## src/stripe_store_consts.svh

```systemverilog
`ifndef STRIPE_STORE_CONSTS_SVH
`define STRIPE_STORE_CONSTS_SVH

// word address width seen by the manager and the read port
`define ADDR_W 12

// data word width, always a whole number of bytes
`define DATA_W 16

// one strobe bit per data byte
`define STRB_W (`DATA_W / 8)

// number of banks the writes are striped over, a power of two
`define NUM_BANKS 4

// low address bits that pick the bank
`define SEL_W $clog2(`NUM_BANKS)

// word address width inside one bank
`define BANK_AW (`ADDR_W - `SEL_W)

// entries held per bank before back-pressure reaches the manager
`define FIFO_DEPTH 4

// AXI response code for a good write
`define RESP_OKAY 2'b00

`endif

```

## src/stripe_store_pkg.sv

```systemverilog
`default_nettype none

`include "stripe_store_consts.svh"

package stripe_store_pkg;

  // address beat of the manager write port
  typedef struct packed {
    logic [`ADDR_W-1:0] addr;
  } aw_t;

  // data beat, data word first and its byte strobes below it
  typedef struct packed {
    logic [`DATA_W-1:0] data;
    logic [`STRB_W-1:0] strb;
  } w_t;

  // joined write as one FIFO entry, address in the upper bits
  typedef struct packed {
    aw_t aw;
    w_t  w;
  } wr_t;

  // write response code
  typedef logic [1:0] b_t;

  // read request, a full word address that still carries the bank bits
  typedef struct packed {
    logic [`ADDR_W-1:0] addr;
  } rd_req_t;

  // read response word
  typedef struct packed {
    logic [`DATA_W-1:0] data;
  } rd_rsp_t;

endpackage

`default_nettype wire

```

## src/axi_fifobuf_write.sv

```systemverilog
`timescale 1ns/1ps
`default_nettype none

`include "stripe_store_consts.svh"

module axi_fifobuf_write
  import stripe_store_pkg::*;
#(
  parameter int DEPTH = `FIFO_DEPTH
) (
  input  logic axi_clk,
  input  logic arst_n,

  // joined write from the stripe writer
  input  wr_t  in_entry,
  input  logic in_valid,
  output logic in_ready,

  // entry towards the bank, address already local to the bank
  output wr_t  out_entry,
  output logic out_valid,
  input  logic out_ready,

  output logic empty,

  // bank response, always taken and then dropped
  input  b_t   bank_b,
  input  logic bank_b_valid,
  output logic bank_b_ready
);

  // pointers wrap on their own because DEPTH is a power of two
  localparam int PTR_W = (DEPTH > 1) ? $clog2(DEPTH) : 1;
  localparam int CNT_W = $clog2(DEPTH + 1);

  wr_t              mem [DEPTH];
  logic [PTR_W-1:0] wr_ptr;
  logic [PTR_W-1:0] rd_ptr;
  logic [CNT_W-1:0] count;
  logic             push;
  logic             pop;
  wr_t              head;

  assign in_ready  = (count != CNT_W'(DEPTH));
  assign out_valid = (count != '0);
  assign empty     = (count == '0);
  assign push      = in_valid && in_ready;
  assign pop       = out_valid && out_ready;

  // the manager gets a constant OKAY, so bank responses are only sunk here
  assign bank_b_ready = 1'b1;

  // the head is read straight from the register array, so an entry
  // written at one edge is offered from the next cycle on
  assign head = mem[rd_ptr];

  // drop the bank select bits, the bank sees only its own word address
  assign out_entry.aw.addr = `ADDR_W'(head.aw.addr >> `SEL_W);
  assign out_entry.w       = head.w;

  // storage holds payload only and needs no reset
  always_ff @(posedge axi_clk) begin
    if (push) begin
      mem[wr_ptr] <= in_entry;
    end
  end

  always_ff @(posedge axi_clk or negedge arst_n) begin
    if (!arst_n) begin
      wr_ptr <= '0;
      rd_ptr <= '0;
      count  <= '0;
    end else begin
      if (push) begin
        wr_ptr <= wr_ptr + 1'b1;
      end
      if (pop) begin
        rd_ptr <= rd_ptr + 1'b1;
      end
      // simultaneous push and pop leave the fill level unchanged
      case ({push, pop})
        2'b10:   count <= count + 1'b1;
        2'b01:   count <= count - 1'b1;
        default: count <= count;
      endcase
    end
  end

  // the stripe writer offers a write only while every buffer has room,
  // so no push is ever aimed at a full buffer
  assert property (@(posedge axi_clk) disable iff (!arst_n)
    in_valid |-> in_ready);

  // an empty buffer has both pointers on the same slot,
  // so no pop has moved the read side past the written entries
  assert property (@(posedge axi_clk) disable iff (!arst_n)
    empty |-> (wr_ptr == rd_ptr));

  // the bank answers OKAY exactly one cycle after taking an entry
  assert property (@(posedge axi_clk) disable iff (!arst_n)
    bank_b_valid |-> $past(pop) && (bank_b == `RESP_OKAY));

endmodule

`default_nettype wire

```

## config.mk

```make
export PLATFORM = sky130hd
export DESIGN_NAME = axi_fifobuf_write
export DESIGN_NICKNAME = d
export VERILOG_FILES = /design/src/stripe_store_pkg.sv /design/src/axi_fifobuf_write.sv
export VERILOG_INCLUDE_DIRS = /design/src
export SDC_FILE = /design/constraint.sdc
export NUM_CORES = 1
export LEC_CHECK = 0
export BUFFER_PORTS_ARGS = -buffer_cell sky130_fd_sc_hd__buf_2
export CAP_MARGIN = 40
export CORE_MARGIN = 5
export CORE_UTILIZATION = 60
export DETAILED_ROUTE_END_ITERATION = 10
export PLACE_DENSITY = 0.84
export SETUP_SLACK_MARGIN = 0.15
export SLEW_MARGIN = 0
export SYNTH_ARGS = -nofsm -noshare
export SYNTH_HDL_FRONTEND = slang
export SYNTH_SLANG_ARGS = --single-unit
```

## constraint.sdc

```tcl
create_clock -name axi_clk -period 3.05 [get_ports axi_clk]
set_input_delay 0.305 -clock axi_clk [delete_from_list [all_inputs] [get_ports axi_clk]]
set_output_delay 0.305 -clock axi_clk [all_outputs]
set_load 0.02 [all_outputs]
```

After elaboration in Yosys (flattened, before gate mapping) --
Memory sizes are Yosys's and may differ from the RTL's. Index checks and enable logic that the tools add are counted.
Storage, ports and cells: flip-flop bits (word level) 7, memory bits (writable) 120, input port bits 37, output and inout port bits 34, word-level logic and storage cells 19, memories 1
Memories:
- mem | words 4, width 30, rd ports 1, clocked after Yosys merged registers in 0, write ports 1, line axi_fifobuf_write.sv:36 | wr_t mem [DEPTH];
Cells by class: add/subtract/negate cells 4, equality and inequality tests 3, mux-type cells 3, reduce and logical (&&, ||, !) cells 5
Operator list (count):
- 3-bit one-hot mux with 2 select lines | 1
- 2-bit by 1-bit adder with 2-bit output (second input constant) | 2
- 3-bit by 1-bit adder with 3-bit output (second input constant) | 1
- 3-bit zero test | 1
- 3-bit != test (second input constant) | 1
- 3-bit nonzero test | 1
- 3-bit by 1-bit subtractor with 3-bit output (second input constant) | 1
- 2-bit by 1-bit == test with 1-bit output (second input constant) | 1
- 2-bit == test (second input constant) | 1
- 1-bit logical AND | 2
- 1-bit two-way mux | 2
- 2-bit nonzero test | 1

Longest topological paths before layout --
Gate-level depths: netlist of the first run.
depth after elaboration 4, gate-level depth with buffers 9

Worst setup path before layout of the first run --
Ideal clock, no wire load.
path type register to register, from reg count[0], to reg count[2], library setup time 79 ps, data arrival time 2051 ps, setup slack 920 ps, cell stages (with the launch flop) 10, cells stage by stage dfrtp_1 -> or3b_4 -> and2_4 -> inv_1 -> ha_1 -> inv_1 -> fa_1 -> xor2_1 -> nor2_1 -> xor2_1
Between the ends: cells in the longest elaborated chain, start to end 4, elaborated cells between the ends (all ways) 10, classes of those cells add/sub: 2; eq/ne: 3; mux: 1; reduce/logical: 4
RTL lines:
- from (decl) | line axi_fifobuf_write.sv:39 | logic [CNT_W-1:0] count;
- from (signal assigned) | line axi_fifobuf_write.sv:82 | 2'b10: count <= count + 1'b1;
- from (signal assigned) | line axi_fifobuf_write.sv:83 | 2'b01: count <= count - 1'b1;
- from (signal assigned) | line axi_fifobuf_write.sv:84 | default: count <= count;
- 3-bit != test * | line axi_fifobuf_write.sv:44 | assign in_ready = (count != CNT_W'(DEPTH));
- net in_ready | line axi_fifobuf_write.sv:17 | output logic in_ready,
- 1-bit logical AND * | line axi_fifobuf_write.sv:47 | assign push = in_valid && in_ready;
- 2-bit by 1-bit == test with 1-bit output or 2-bit == test (tied branches) | line axi_fifobuf_write.sv:81 | case ({push, pop})
- 3-bit one-hot mux with 2 select lines or 2-bit nonzero test (tied branches)
The timed path passes the listed nets; every way through them passes the cells marked *. A chain may end at the register's enable or synchronous reset.

==> flow_summary.json, run 1 <==
{
  "antenna_found_initial": 0,
  "core_sq_um": 7250,
  "post-route-min-period_ns": 2.59,
  "start_util": 0.619,
  "grt_setup_unrepaired": "false",
  "endpoint_kind": "primary output",
  "synth_top_area_cell": "edfxtp_1",
  "relSlewSlack": 0.501,
  "worst_pin_slew_ns": 0.748,
  "critPathMaxFanout": 20,
  "worstPathArrival_ns": 2.28,
  "wirelength_um": 8400,
  "hold_depth": 1,
  "min_to": "mem[3][20]",
  "outcome": "completed",
  "grt_max_degree": 29,
  "drcViolationCount": 0,
  "finalHoldViolCount": 0,
  "syn_area_per_cell_sq_um": 23.8,
  "regArea_sq_um": 3540,
  "holdWs_ns": 0.0311,
  "hp-start": "in_entry[20]",
  "fp.dieW_um": 96.5,
  "maxCapViolCount": 0,
  "dpl.hpwl_um": 4410,
  "synth_edf_count": 112,
  "clk_pin_slew_ns": 0.06,
  "fin_area_sq_um": 5750,
  "max_freq_ghz": 0.387,
  "fill_cells": 384,
  "placed_cells": 344,
  "r2r_cells": 9,
  "criticalPathCategory": "reg -> out",
  "final_util": 0.792,
  "reg2reg_from": "count[0]",
  "grt_usage": 0.204,
  "grt_overflow": 0,
  "reg2reg_to": "count[2]",
  "ys_warn_count": 0,
  "die_y_um": 96.5,
  "synthCells": 189,
  "layout.cells.non_filler": 401,
  "drt-pass1-iter-count": 4,
  "worstHoldPathType": "in -> reg",
  "synth_top_cell_area_share": 0.749,
  "clock_skew_ns": 0.00849,
  "via_count": 2173,
  "numCtsBuffers": 17,
  "grt_pass1_wl_um": 12800,
  "place_area_sq_um": 4920,
  "multi_input_area_sq_um": 877,
  "cts-root-buf": "clkbuf_8",
  "htree_levels": 4,
  "cts_tree": "done",
  "synthTopCellsByArea": "edfxtp_1, mux4_2, dfrtp_1, ha_1, and3_2",
  "p_per_area_nw_per_um2": 1050,
  "cts_setup_buffers": 0,
  "n_antenna_cell": 0,
  "synth.most_common_cell": "edfxtp_1",
  "avgRoutedWirePerCell_um": 21.0,
  "start_kind": "flop",
  "drt_iter0_drc": 114,
  "tns_ns": 0,
  "place.gp.congestion": 0.715,
  "maxSlewViolCount": 0,
  "portBuffers": 62,
  "ys_seq_area_frac": 0.788,
  "crit_required_ns": 2.74,
  "netlist_top_cells_count": "edfxtp_1, mux4_2, dfrtp_1, inv_1",
  "nets": 332,
  "r2r_setup_slack_ns": 0.80,
  "ys_ff_latch": 119,
  "async_flop_share": 0.0588,
  "ios": 71,
  "cts.sinks": 119,
  "yosys_most_used_dff": "edfxtp_1",
  "drt.antenna.violating_nets": 0,
  "drive_gt1_frac": 0.437,
  "setup_viol": 0,
  "post-route-period-util": 0.848,
  "grt_pass1_vias": 2334,
  "leakage_uw": 0.00209,
  "syn_area_sq_um": 4490,
  "area_delta_synth_final_pct": 28.0,
  "yosysUniqueCellTypes": 21,
  "clock_latency_ns": 0.51,
  "dieArea_sq_um": 9310,
  "row_count": 31,
  "clockBufferDepth": 2,
  "viasPerCell": 5.42,
  "irDropWorstVdd_mv": 0.690
}
-- logic make-up after synthesis --
kind of cell | share of synthesized area
AOI/OAI and AO/OA | 0.00223
xor gates and xnor gates | 0.0117
adders and majority gates | 0.0184
buffers and inverters | 0.0173
DFF | 0.788
muxes | 0.146
other | 0.00167
and+or+nand+nor | 0.0145
-- power breakdown --
part	switching, uW	internal [uW]	total, uW
logic	940	763	1700
clock network	665	1240	1900
registers	224	2180	2400
-- per-layer routing --
metal,up-vias,global-route usage,share of wire
li1,980,-,-
met1,1113,0.244,0.39
met2,68,0.343,0.55
met3,12,0.0596,0.047
met4,0,0.0923,0.017
met5,-,0,0
-- flip-flops by register name (all words and copies together) (netlist names) --
name,cells
wr_ptr,2
rd_ptr,2
count,3
mem,112
-- placed cells by master, fill, tap and decap left out, drive strengths merged --
cell         instances
or3                  1
bufinv               3
o31a                 1
fa                   1
clkinvlp             5
dlygate4sd3         25
mux2                 1
dfrtp                7
mux4                28
nor2                 1
or3b                 1
and2                 1
and3                 4
clkbuf              19
mux2i                1
clkinv               5
nand2                1
inv                  7
xor2                 3
ha                   5
conb                 3
edfxtp             112
buf                 64
xnor2                3
-- critical path, cell delays in order (launching register included) --
cell and delay (ns):
dfrtp_2 0.81, buf_12 0.25, mux4_2 0.54, buf_2 0.18
-- through the flow --
step / power, uW / setup WS (ns)
3_3_place_gp: 4060 / 0.880
4_1_cts: 6070 / 0.384
6_report: 6010 / 0.464
2_1_floorplan: 3540 / 0.920
5_1_grt: 6290 / 0.311
3_5_place_dp: 4100 / 0.854
-- worst max path at each step --
stage	from	to
finish	rd_ptr[0]	out_entry[24]
global route	rd_ptr[0]	out_entry[24]
floorplan	count[0]	count[2]
detailed placement	count[0]	count[2]
global placement	count[0]	count[2]
CTS	rd_ptr[0]	out_entry[24]
-- what timing repair did --
| item | CTS | global route |
|---|---|---|
| hold endpoints to repair | 100 | 0 |
| resized for setup | 0 | 0 |
| hold buffers | 25 | 0 |
-- cell type report --
class                           instances  share of cell area
Timing Repair Buffer                   89               0.105
Clock buffer                           19              0.0734
Tap cell                               99              0.0216
Sequential cell                       119               0.616
Multi-Input combinational cell         55               0.153
Inverter                                7             0.00457
Clock inverter                         13              0.0272
Power figures use the tool's default switching activity.
==> run 2, diff against run 1 <==
--- a/config.mk
+++ b/config.mk
@@ -9,9 +9,9 @@
 export BUFFER_PORTS_ARGS = -buffer_cell sky130_fd_sc_hd__buf_2
 export CAP_MARGIN = 40
 export CORE_MARGIN = 5
-export CORE_UTILIZATION = 60
+export CORE_UTILIZATION = 56
 export DETAILED_ROUTE_END_ITERATION = 10
-export PLACE_DENSITY = 0.84
+export PLACE_DENSITY = 0.79
 export SETUP_SLACK_MARGIN = 0.15
 export SLEW_MARGIN = 0
 export SYNTH_ARGS = -nofsm -noshare
==> constraint.sdc (replaced) <==
create_clock -name axi_clk -period 2.5 [get_ports axi_clk]
set_input_delay 0.25 -clock axi_clk [delete_from_list [all_inputs] [get_ports axi_clk]]
set_output_delay 0.25 -clock axi_clk [all_outputs]
set_load 0.02 [all_outputs]
==> flow_summary.json, run 2 (synthesis results as in run 1) <==
{
  "outcome": "completed",
  "worstPathArrival_ns": 2.00,
  "worst_pin_slew_ns": 0.766,
  "tns_ns": 0,
  "layout_common_cells": "edfxtp_1, buf_2, dlygate4sd3_1",
  "pwr-share-seq": 0.388,
  "ios": 71,
  "cts-root-buf": "clkbuf_8",
  "r2r_cells": 9,
  "finalPower_uw": 7290,
  "wirelength_um": 8420,
  "grt_usage": 0.189,
  "core_sq_um": 7770,
  "top_regs": "mem: 112 flops, count: 3 flops",
  "post-route-min-period_ns": 2.25,
  "antenna_found_initial": 0,
  "drt-pass1-iter-count": 4,
  "post-route-period-util": 0.900,
  "maxCapViolCount": 0,
  "cell_internal_pwr_uw": 5040,
  "row_count": 32,
  "grt_setup_unrepaired": "false",
  "hold_depth": 3,
  "viasPerCell": 5.33,
  "start_util": 0.578,
  "comb_power_share": 0.308,
  "hp-start": "out_ready",
  "regMostFlops": "mem",
  "portBuffers": 62,
  "wl_met3_um": 494,
  "area_delta_synth_final_pct": 29.0,
  "fin_ws_ns": 0.249,
  "nets": 339,
  "n_antenna_cell": 0,
  "irDropWorstVdd_mv": 1.02,
  "met2_length_um": 4450,
  "dieArea_sq_um": 9910,
  "clkPwrFrac": 0.304,
  "clockBufferDepth": 2,
  "p_per_area_nw_per_um2": 1260,
  "htree_levels": 4,
  "die_y_um": 99.5,
  "layout.cells.most_common": "edfxtp_1",
  "critPathLaunch": "rd_ptr[0]",
  "clk_pin_slew_ns": 0.05,
  "p_switching_uw": 2250,
  "clock_latency_ns": 0.50,
  "avgRoutedWirePerCell_um": 20.5,
  "grt_overflow": 0,
  "grt_pass1_vias": 2390,
  "met1_length_um": 3380,
  "fin_area_sq_um": 5790,
  "via_count": 2187,
  "clock_skew_ns": 0.00695,
  "largest_reg_flops": 112,
  "holdWs_ns": 0.0952,
  "maxSlewViolCount": 0,
  "drive_gt1_frac": 0.442,
  "criticalPathCategory": "reg -> out",
  "drt_iter0_drc": 162,
  "cts_tree": "done",
  "numCtsBuffers": 17,
  "dpl.hpwl_um": 4740,
  "top_layer": "met4",
  "drcViolationCount": 0,
  "reg2reg_to": "count[2]",
  "min_to": "rd_ptr[0]",
  "leakage_uw": 0.00211,
  "critPathMaxFanout": 12,
  "crit_required_ns": 2.25,
  "fill_cells": 460,
  "dpl_worst_slack_ns": 0.324,
  "grt_max_degree": 29,
  "cts.sinks": 119,
  "setup_viol": 0,
  "fp.dieW_um": 99.5,
  "place_area_sq_um": 4920,
  "drt.antenna.violating_nets": 0,
  "start_kind": "flop",
  "relSlewSlack": 0.490,
  "switching_share": 0.308,
  "place.gp.congestion": 0.670,
  "reg2reg_from": "count[1]",
  "max_freq_ghz": 0.444,
  "r2r_setup_slack_ns": 0.31,
  "grt_pass1_wl_um": 13400,
  "endpoint_kind": "primary output",
  "worstHoldPathType": "in -> reg",
  "finalHoldViolCount": 0
}
==> run 2: cell types whose count changed in the layout (fill, tap and decap cells not counted), moves of 2 or more <==
| cell | delta |
|---|---|
| buf_4 | +3 |
| clkbuf_1 | -2 |
| dlygate4sd3_1 | +4 |
| clkinv_1 | +2 |
==> run 2: metrics by stage <==
stage	instances	util
3_5_place_dp	348	0.633
4_1_cts	408	0.741
3_3_place_gp	348	0.633
2_1_floorplan	190	-
6_report	410	0.746
5_1_grt	410	0.746
==> run 2: worst max path at each step <==
stage,cells past startpoint,endpoint,slack (ns)
2_1_floorplan,9,count[2],0.37
6_report,3,out_entry[7],0.25
5_1_grt,3,out_entry[7],0.16
4_1_cts,3,out_entry[20],0.18
3_5_place_dp,9,count[2],0.32
3_3_place_gp,9,count[2],0.36
==> run 2: area by class of cell <==
cell class                 count  area (sq um)  area share
clock buffer                  17           414      0.0715
tap                          102           128      0.0220
inverter                       7          26.3     0.00454
sequential                   119          3540       0.611
timing repair buffer          96           668       0.115
multi-input combinational     55           880       0.152
clock inverter                14           135      0.0233
==> run 2: power by group through the flow <==
stage	clock network, uW	logic (uW)	registers, uW
after detailed placement	0	2160	2860
final	2220	2240	2830
after global routing	2360	2420	2870
after global placement	0	2130	2820
after floorplan	0	1550	2770
after CTS	2250	2230	2830
==> run 2: timing repair <==
item                                    CTS  global route
endpoints found under the hold margin   119             0
hold buffers                             29             0
gates resized for setup                   0             2
buffers inserted                          0             1
endpoints found under the setup margin    0             5
==> run 2: routing by layer <==
layer	GRT usage	vias up
met4	0.0578	0
met1	0.241	1109
met3	0.0722	12
met2	0.303	78
li1	-	988
met5	0	-
==> run 2: critical path: stages, from the launching register on <==
cell and delay [ns]:
dfrtp_2 0.54, clkbuf_16 0.26, mux4_2 0.52, buf_2 0.18
==> run 3, diff against run 2 <==
--- a/config.mk
+++ b/config.mk
@@ -8,10 +8,13 @@
 export LEC_CHECK = 0
 export BUFFER_PORTS_ARGS = -buffer_cell sky130_fd_sc_hd__buf_2
 export CAP_MARGIN = 40
+export CELL_PAD_IN_SITES_DETAIL_PLACEMENT = 1
+export CELL_PAD_IN_SITES_GLOBAL_PLACEMENT = 2
 export CORE_MARGIN = 5
-export CORE_UTILIZATION = 56
+export CORE_UTILIZATION = 45
+export CTS_BUF_LIST = sky130_fd_sc_hd__clkbuf_4
 export DETAILED_ROUTE_END_ITERATION = 10
-export PLACE_DENSITY = 0.79
+export PLACE_DENSITY_LB_ADDON = 0.1
 export SETUP_SLACK_MARGIN = 0.15
 export SLEW_MARGIN = 0
 export SYNTH_ARGS = -nofsm -noshare
==> constraint.sdc (replaced) <==
create_clock -name axi_clk -period 2.4 [get_ports axi_clk]
set_input_delay 0.24 -clock axi_clk [delete_from_list [all_inputs] [get_ports axi_clk]]
set_output_delay 0.24 -clock axi_clk [all_outputs]
set_load 0.02 [all_outputs]
==> flow_summary.json, run 3 (synthesis results as in run 1) <==
{
  "avgRoutedWirePerCell_um": 18.8,
  "worst_pin_slew_ns": 0.795,
  "dieArea_sq_um": 12100,
  "grt_setup_unrepaired": "false",
  "via_count": 2167,
  "drt-pass1-iter-count": 4,
  "start_util": 0.459,
  "relSlewSlack": 0.470,
  "crit_required_ns": 2.81,
  "fp.dieW_um": 110,
  "critPathLaunch": "count[1]",
  "clk_pin_slew_ns": 0.10,
  "placed_cells": 380,
  "clockBufferDepth": 2,
  "top_regs": "mem: 112 flops, count: 3 flops",
  "cts_tree": "done",
  "fin_area_sq_um": 5560,
  "grt_util_met2": 0.248,
  "grt_overflow": 0,
  "irDropWorstVdd_mv": 0.521,
  "top_usage_layer": "met2",
  "n_antenna_cell": 0,
  "setup_viol": 0,
  "numCtsBuffers": 17,
  "endpoint_kind": "flop",
  "post-route-period-util": 0.898,
  "post-route-min-period_ns": 2.15,
  "drcViolationCount": 0,
  "core_sq_um": 9770,
  "drive_gt1_frac": 0.455,
  "ios": 71,
  "p_per_area_nw_per_um2": 1190,
  "max_freq_ghz": 0.464,
  "drt.antenna.violating_nets": 0,
  "finalHoldViolCount": 0,
  "maxSlewViolCount": 0,
  "clock_skew_ns": 0.0132,
  "leakage_uw": 0.00200,
  "viasPerCell": 4.87,
  "worstPathArrival_ns": 2.56,
  "cts.sinks": 119,
  "drt_iter0_drc": 60,
  "regMostFlops": "mem",
  "reg2reg_from": "count[1]",
  "layout.cells.non_filler": 445,
  "grt_max_degree": 29,
  "grt_util_met1": 0.190,
  "maxCapViolCount": 0,
  "criticalPathCategory": "reg -> reg",
  "outcome": "completed",
  "cts-root-buf": "clkbuf_4",
  "htree_levels": 4,
  "dpl.hpwl_um": 5010,
  "row_count": 36,
  "r2r_setup_slack_ns": 0.25,
  "place.gp.congestion": 0.686,
  "place_area_sq_um": 4960,
  "start_kind": "flop",
  "tns_ns": 0,
  "portBuffers": 62,
  "clock_latency_ns": 0.48,
  "grt_usage": 0.150,
  "wirelength_um": 8350,
  "layout.cells.most_common": "edfxtp_1",
  "grt_pass1_vias": 2492,
  "fill_cells": 886,
  "met3_usage": 0.0505,
  "nets": 343,
  "finalPower_uw": 6600,
  "area_delta_synth_final_pct": 23.8,
  "crit_end": "count[2]",
  "antenna_found_initial": 0,
  "critPathMaxFanout": 4,
  "layout_common_cells": "edfxtp_1, buf_2, dlygate4sd3_1",
  "grt_pass1_wl_um": 13000,
  "largest_reg_flops": 112,
  "worstHoldPathType": "in -> async",
  "r2r_cells": 9,
  "die_y_um": 110,
  "reg2reg_to": "count[2]"
}
run 3: cell count changes in the layout (fill, tap and decap cells not counted), moves of 2 or more:
cell and delta:
clkbuf_16 -17, clkinv_2 +2, clkbuf_4 +20, clkinvlp_4 -2, buf_4 +5
run 3: per-stage QoR:
stage               hold slack (ns)  setup WS, ns   util
global route                 0.0588         0.147  0.569
finish                        0.114         0.246  0.569
global placement             0.0882         0.194  0.508
floorplan                   -0.0556         0.270      -
detailed placement           0.0906         0.180  0.508
CTS                          0.0737         0.195  0.566
run 3: critical path, stage by stage (launching register included):
cell     delay [ns]
dfrtp_1        0.42
or3b_4         0.42
and2_4         0.19
inv_1          0.06
ha_2           0.18
inv_1          0.05
fa_2           0.33
xor2_1         0.15
nor2_1         0.14
xor2_1         0.16
run 3: cell type report:
| cell class | instances | area, sq um | area share |
|---|---|---|---|
| Inverter | 7 | 26.3 | 0.00473 |
| Sequential cell | 119 | 3540 | 0.638 |
| Clock buffer | 20 | 150 | 0.0270 |
| Multi-Input combinational cell | 55 | 882 | 0.159 |
| Tap cell | 133 | 166 | 0.0299 |
| Clock inverter | 11 | 109 | 0.0196 |
| Timing Repair Buffer | 100 | 681 | 0.122 |
run 3: timing repair:
action / CTS / global route
buffers inserted: 3 / 2
gates cloned: 0 / 0
gates resized for setup: 1 / 3
endpoints found under the hold margin: 119 / 0
endpoints found under the setup margin: 19 / 5
hold buffers: 29 / 0
pin swaps: 0 / 3
run 3: worst min-delay path by stage:
| stage | start | to | slack, ns | depth (start not counted) |
|---|---|---|---|---|
| floorplan | arst_n | count[0] | -0.06 | 0 |
| global placement | arst_n | count[0] | 0.09 | 1 |
| detailed placement | arst_n | count[0] | 0.09 | 1 |
| CTS | arst_n | count[0] | 0.07 | 2 |
| global route | arst_n | count[0] | 0.06 | 2 |
| finish | arst_n | count[0] | 0.11 | 2 |
run 3: per-layer routing:
metal	up-vias	share of wire
met5	-	0
met4	0	0.0065
met3	8	0.043
met2	54	0.53
met1	1109	0.42
li1	996	-
run 3: power by group:
group	switching, uW	internal, uW	leakage, uW
clock	701	633	0.000146
combinational	1310	1030	0.000752
sequential	163	2770	0.00111
total	2170	4430	0.00200
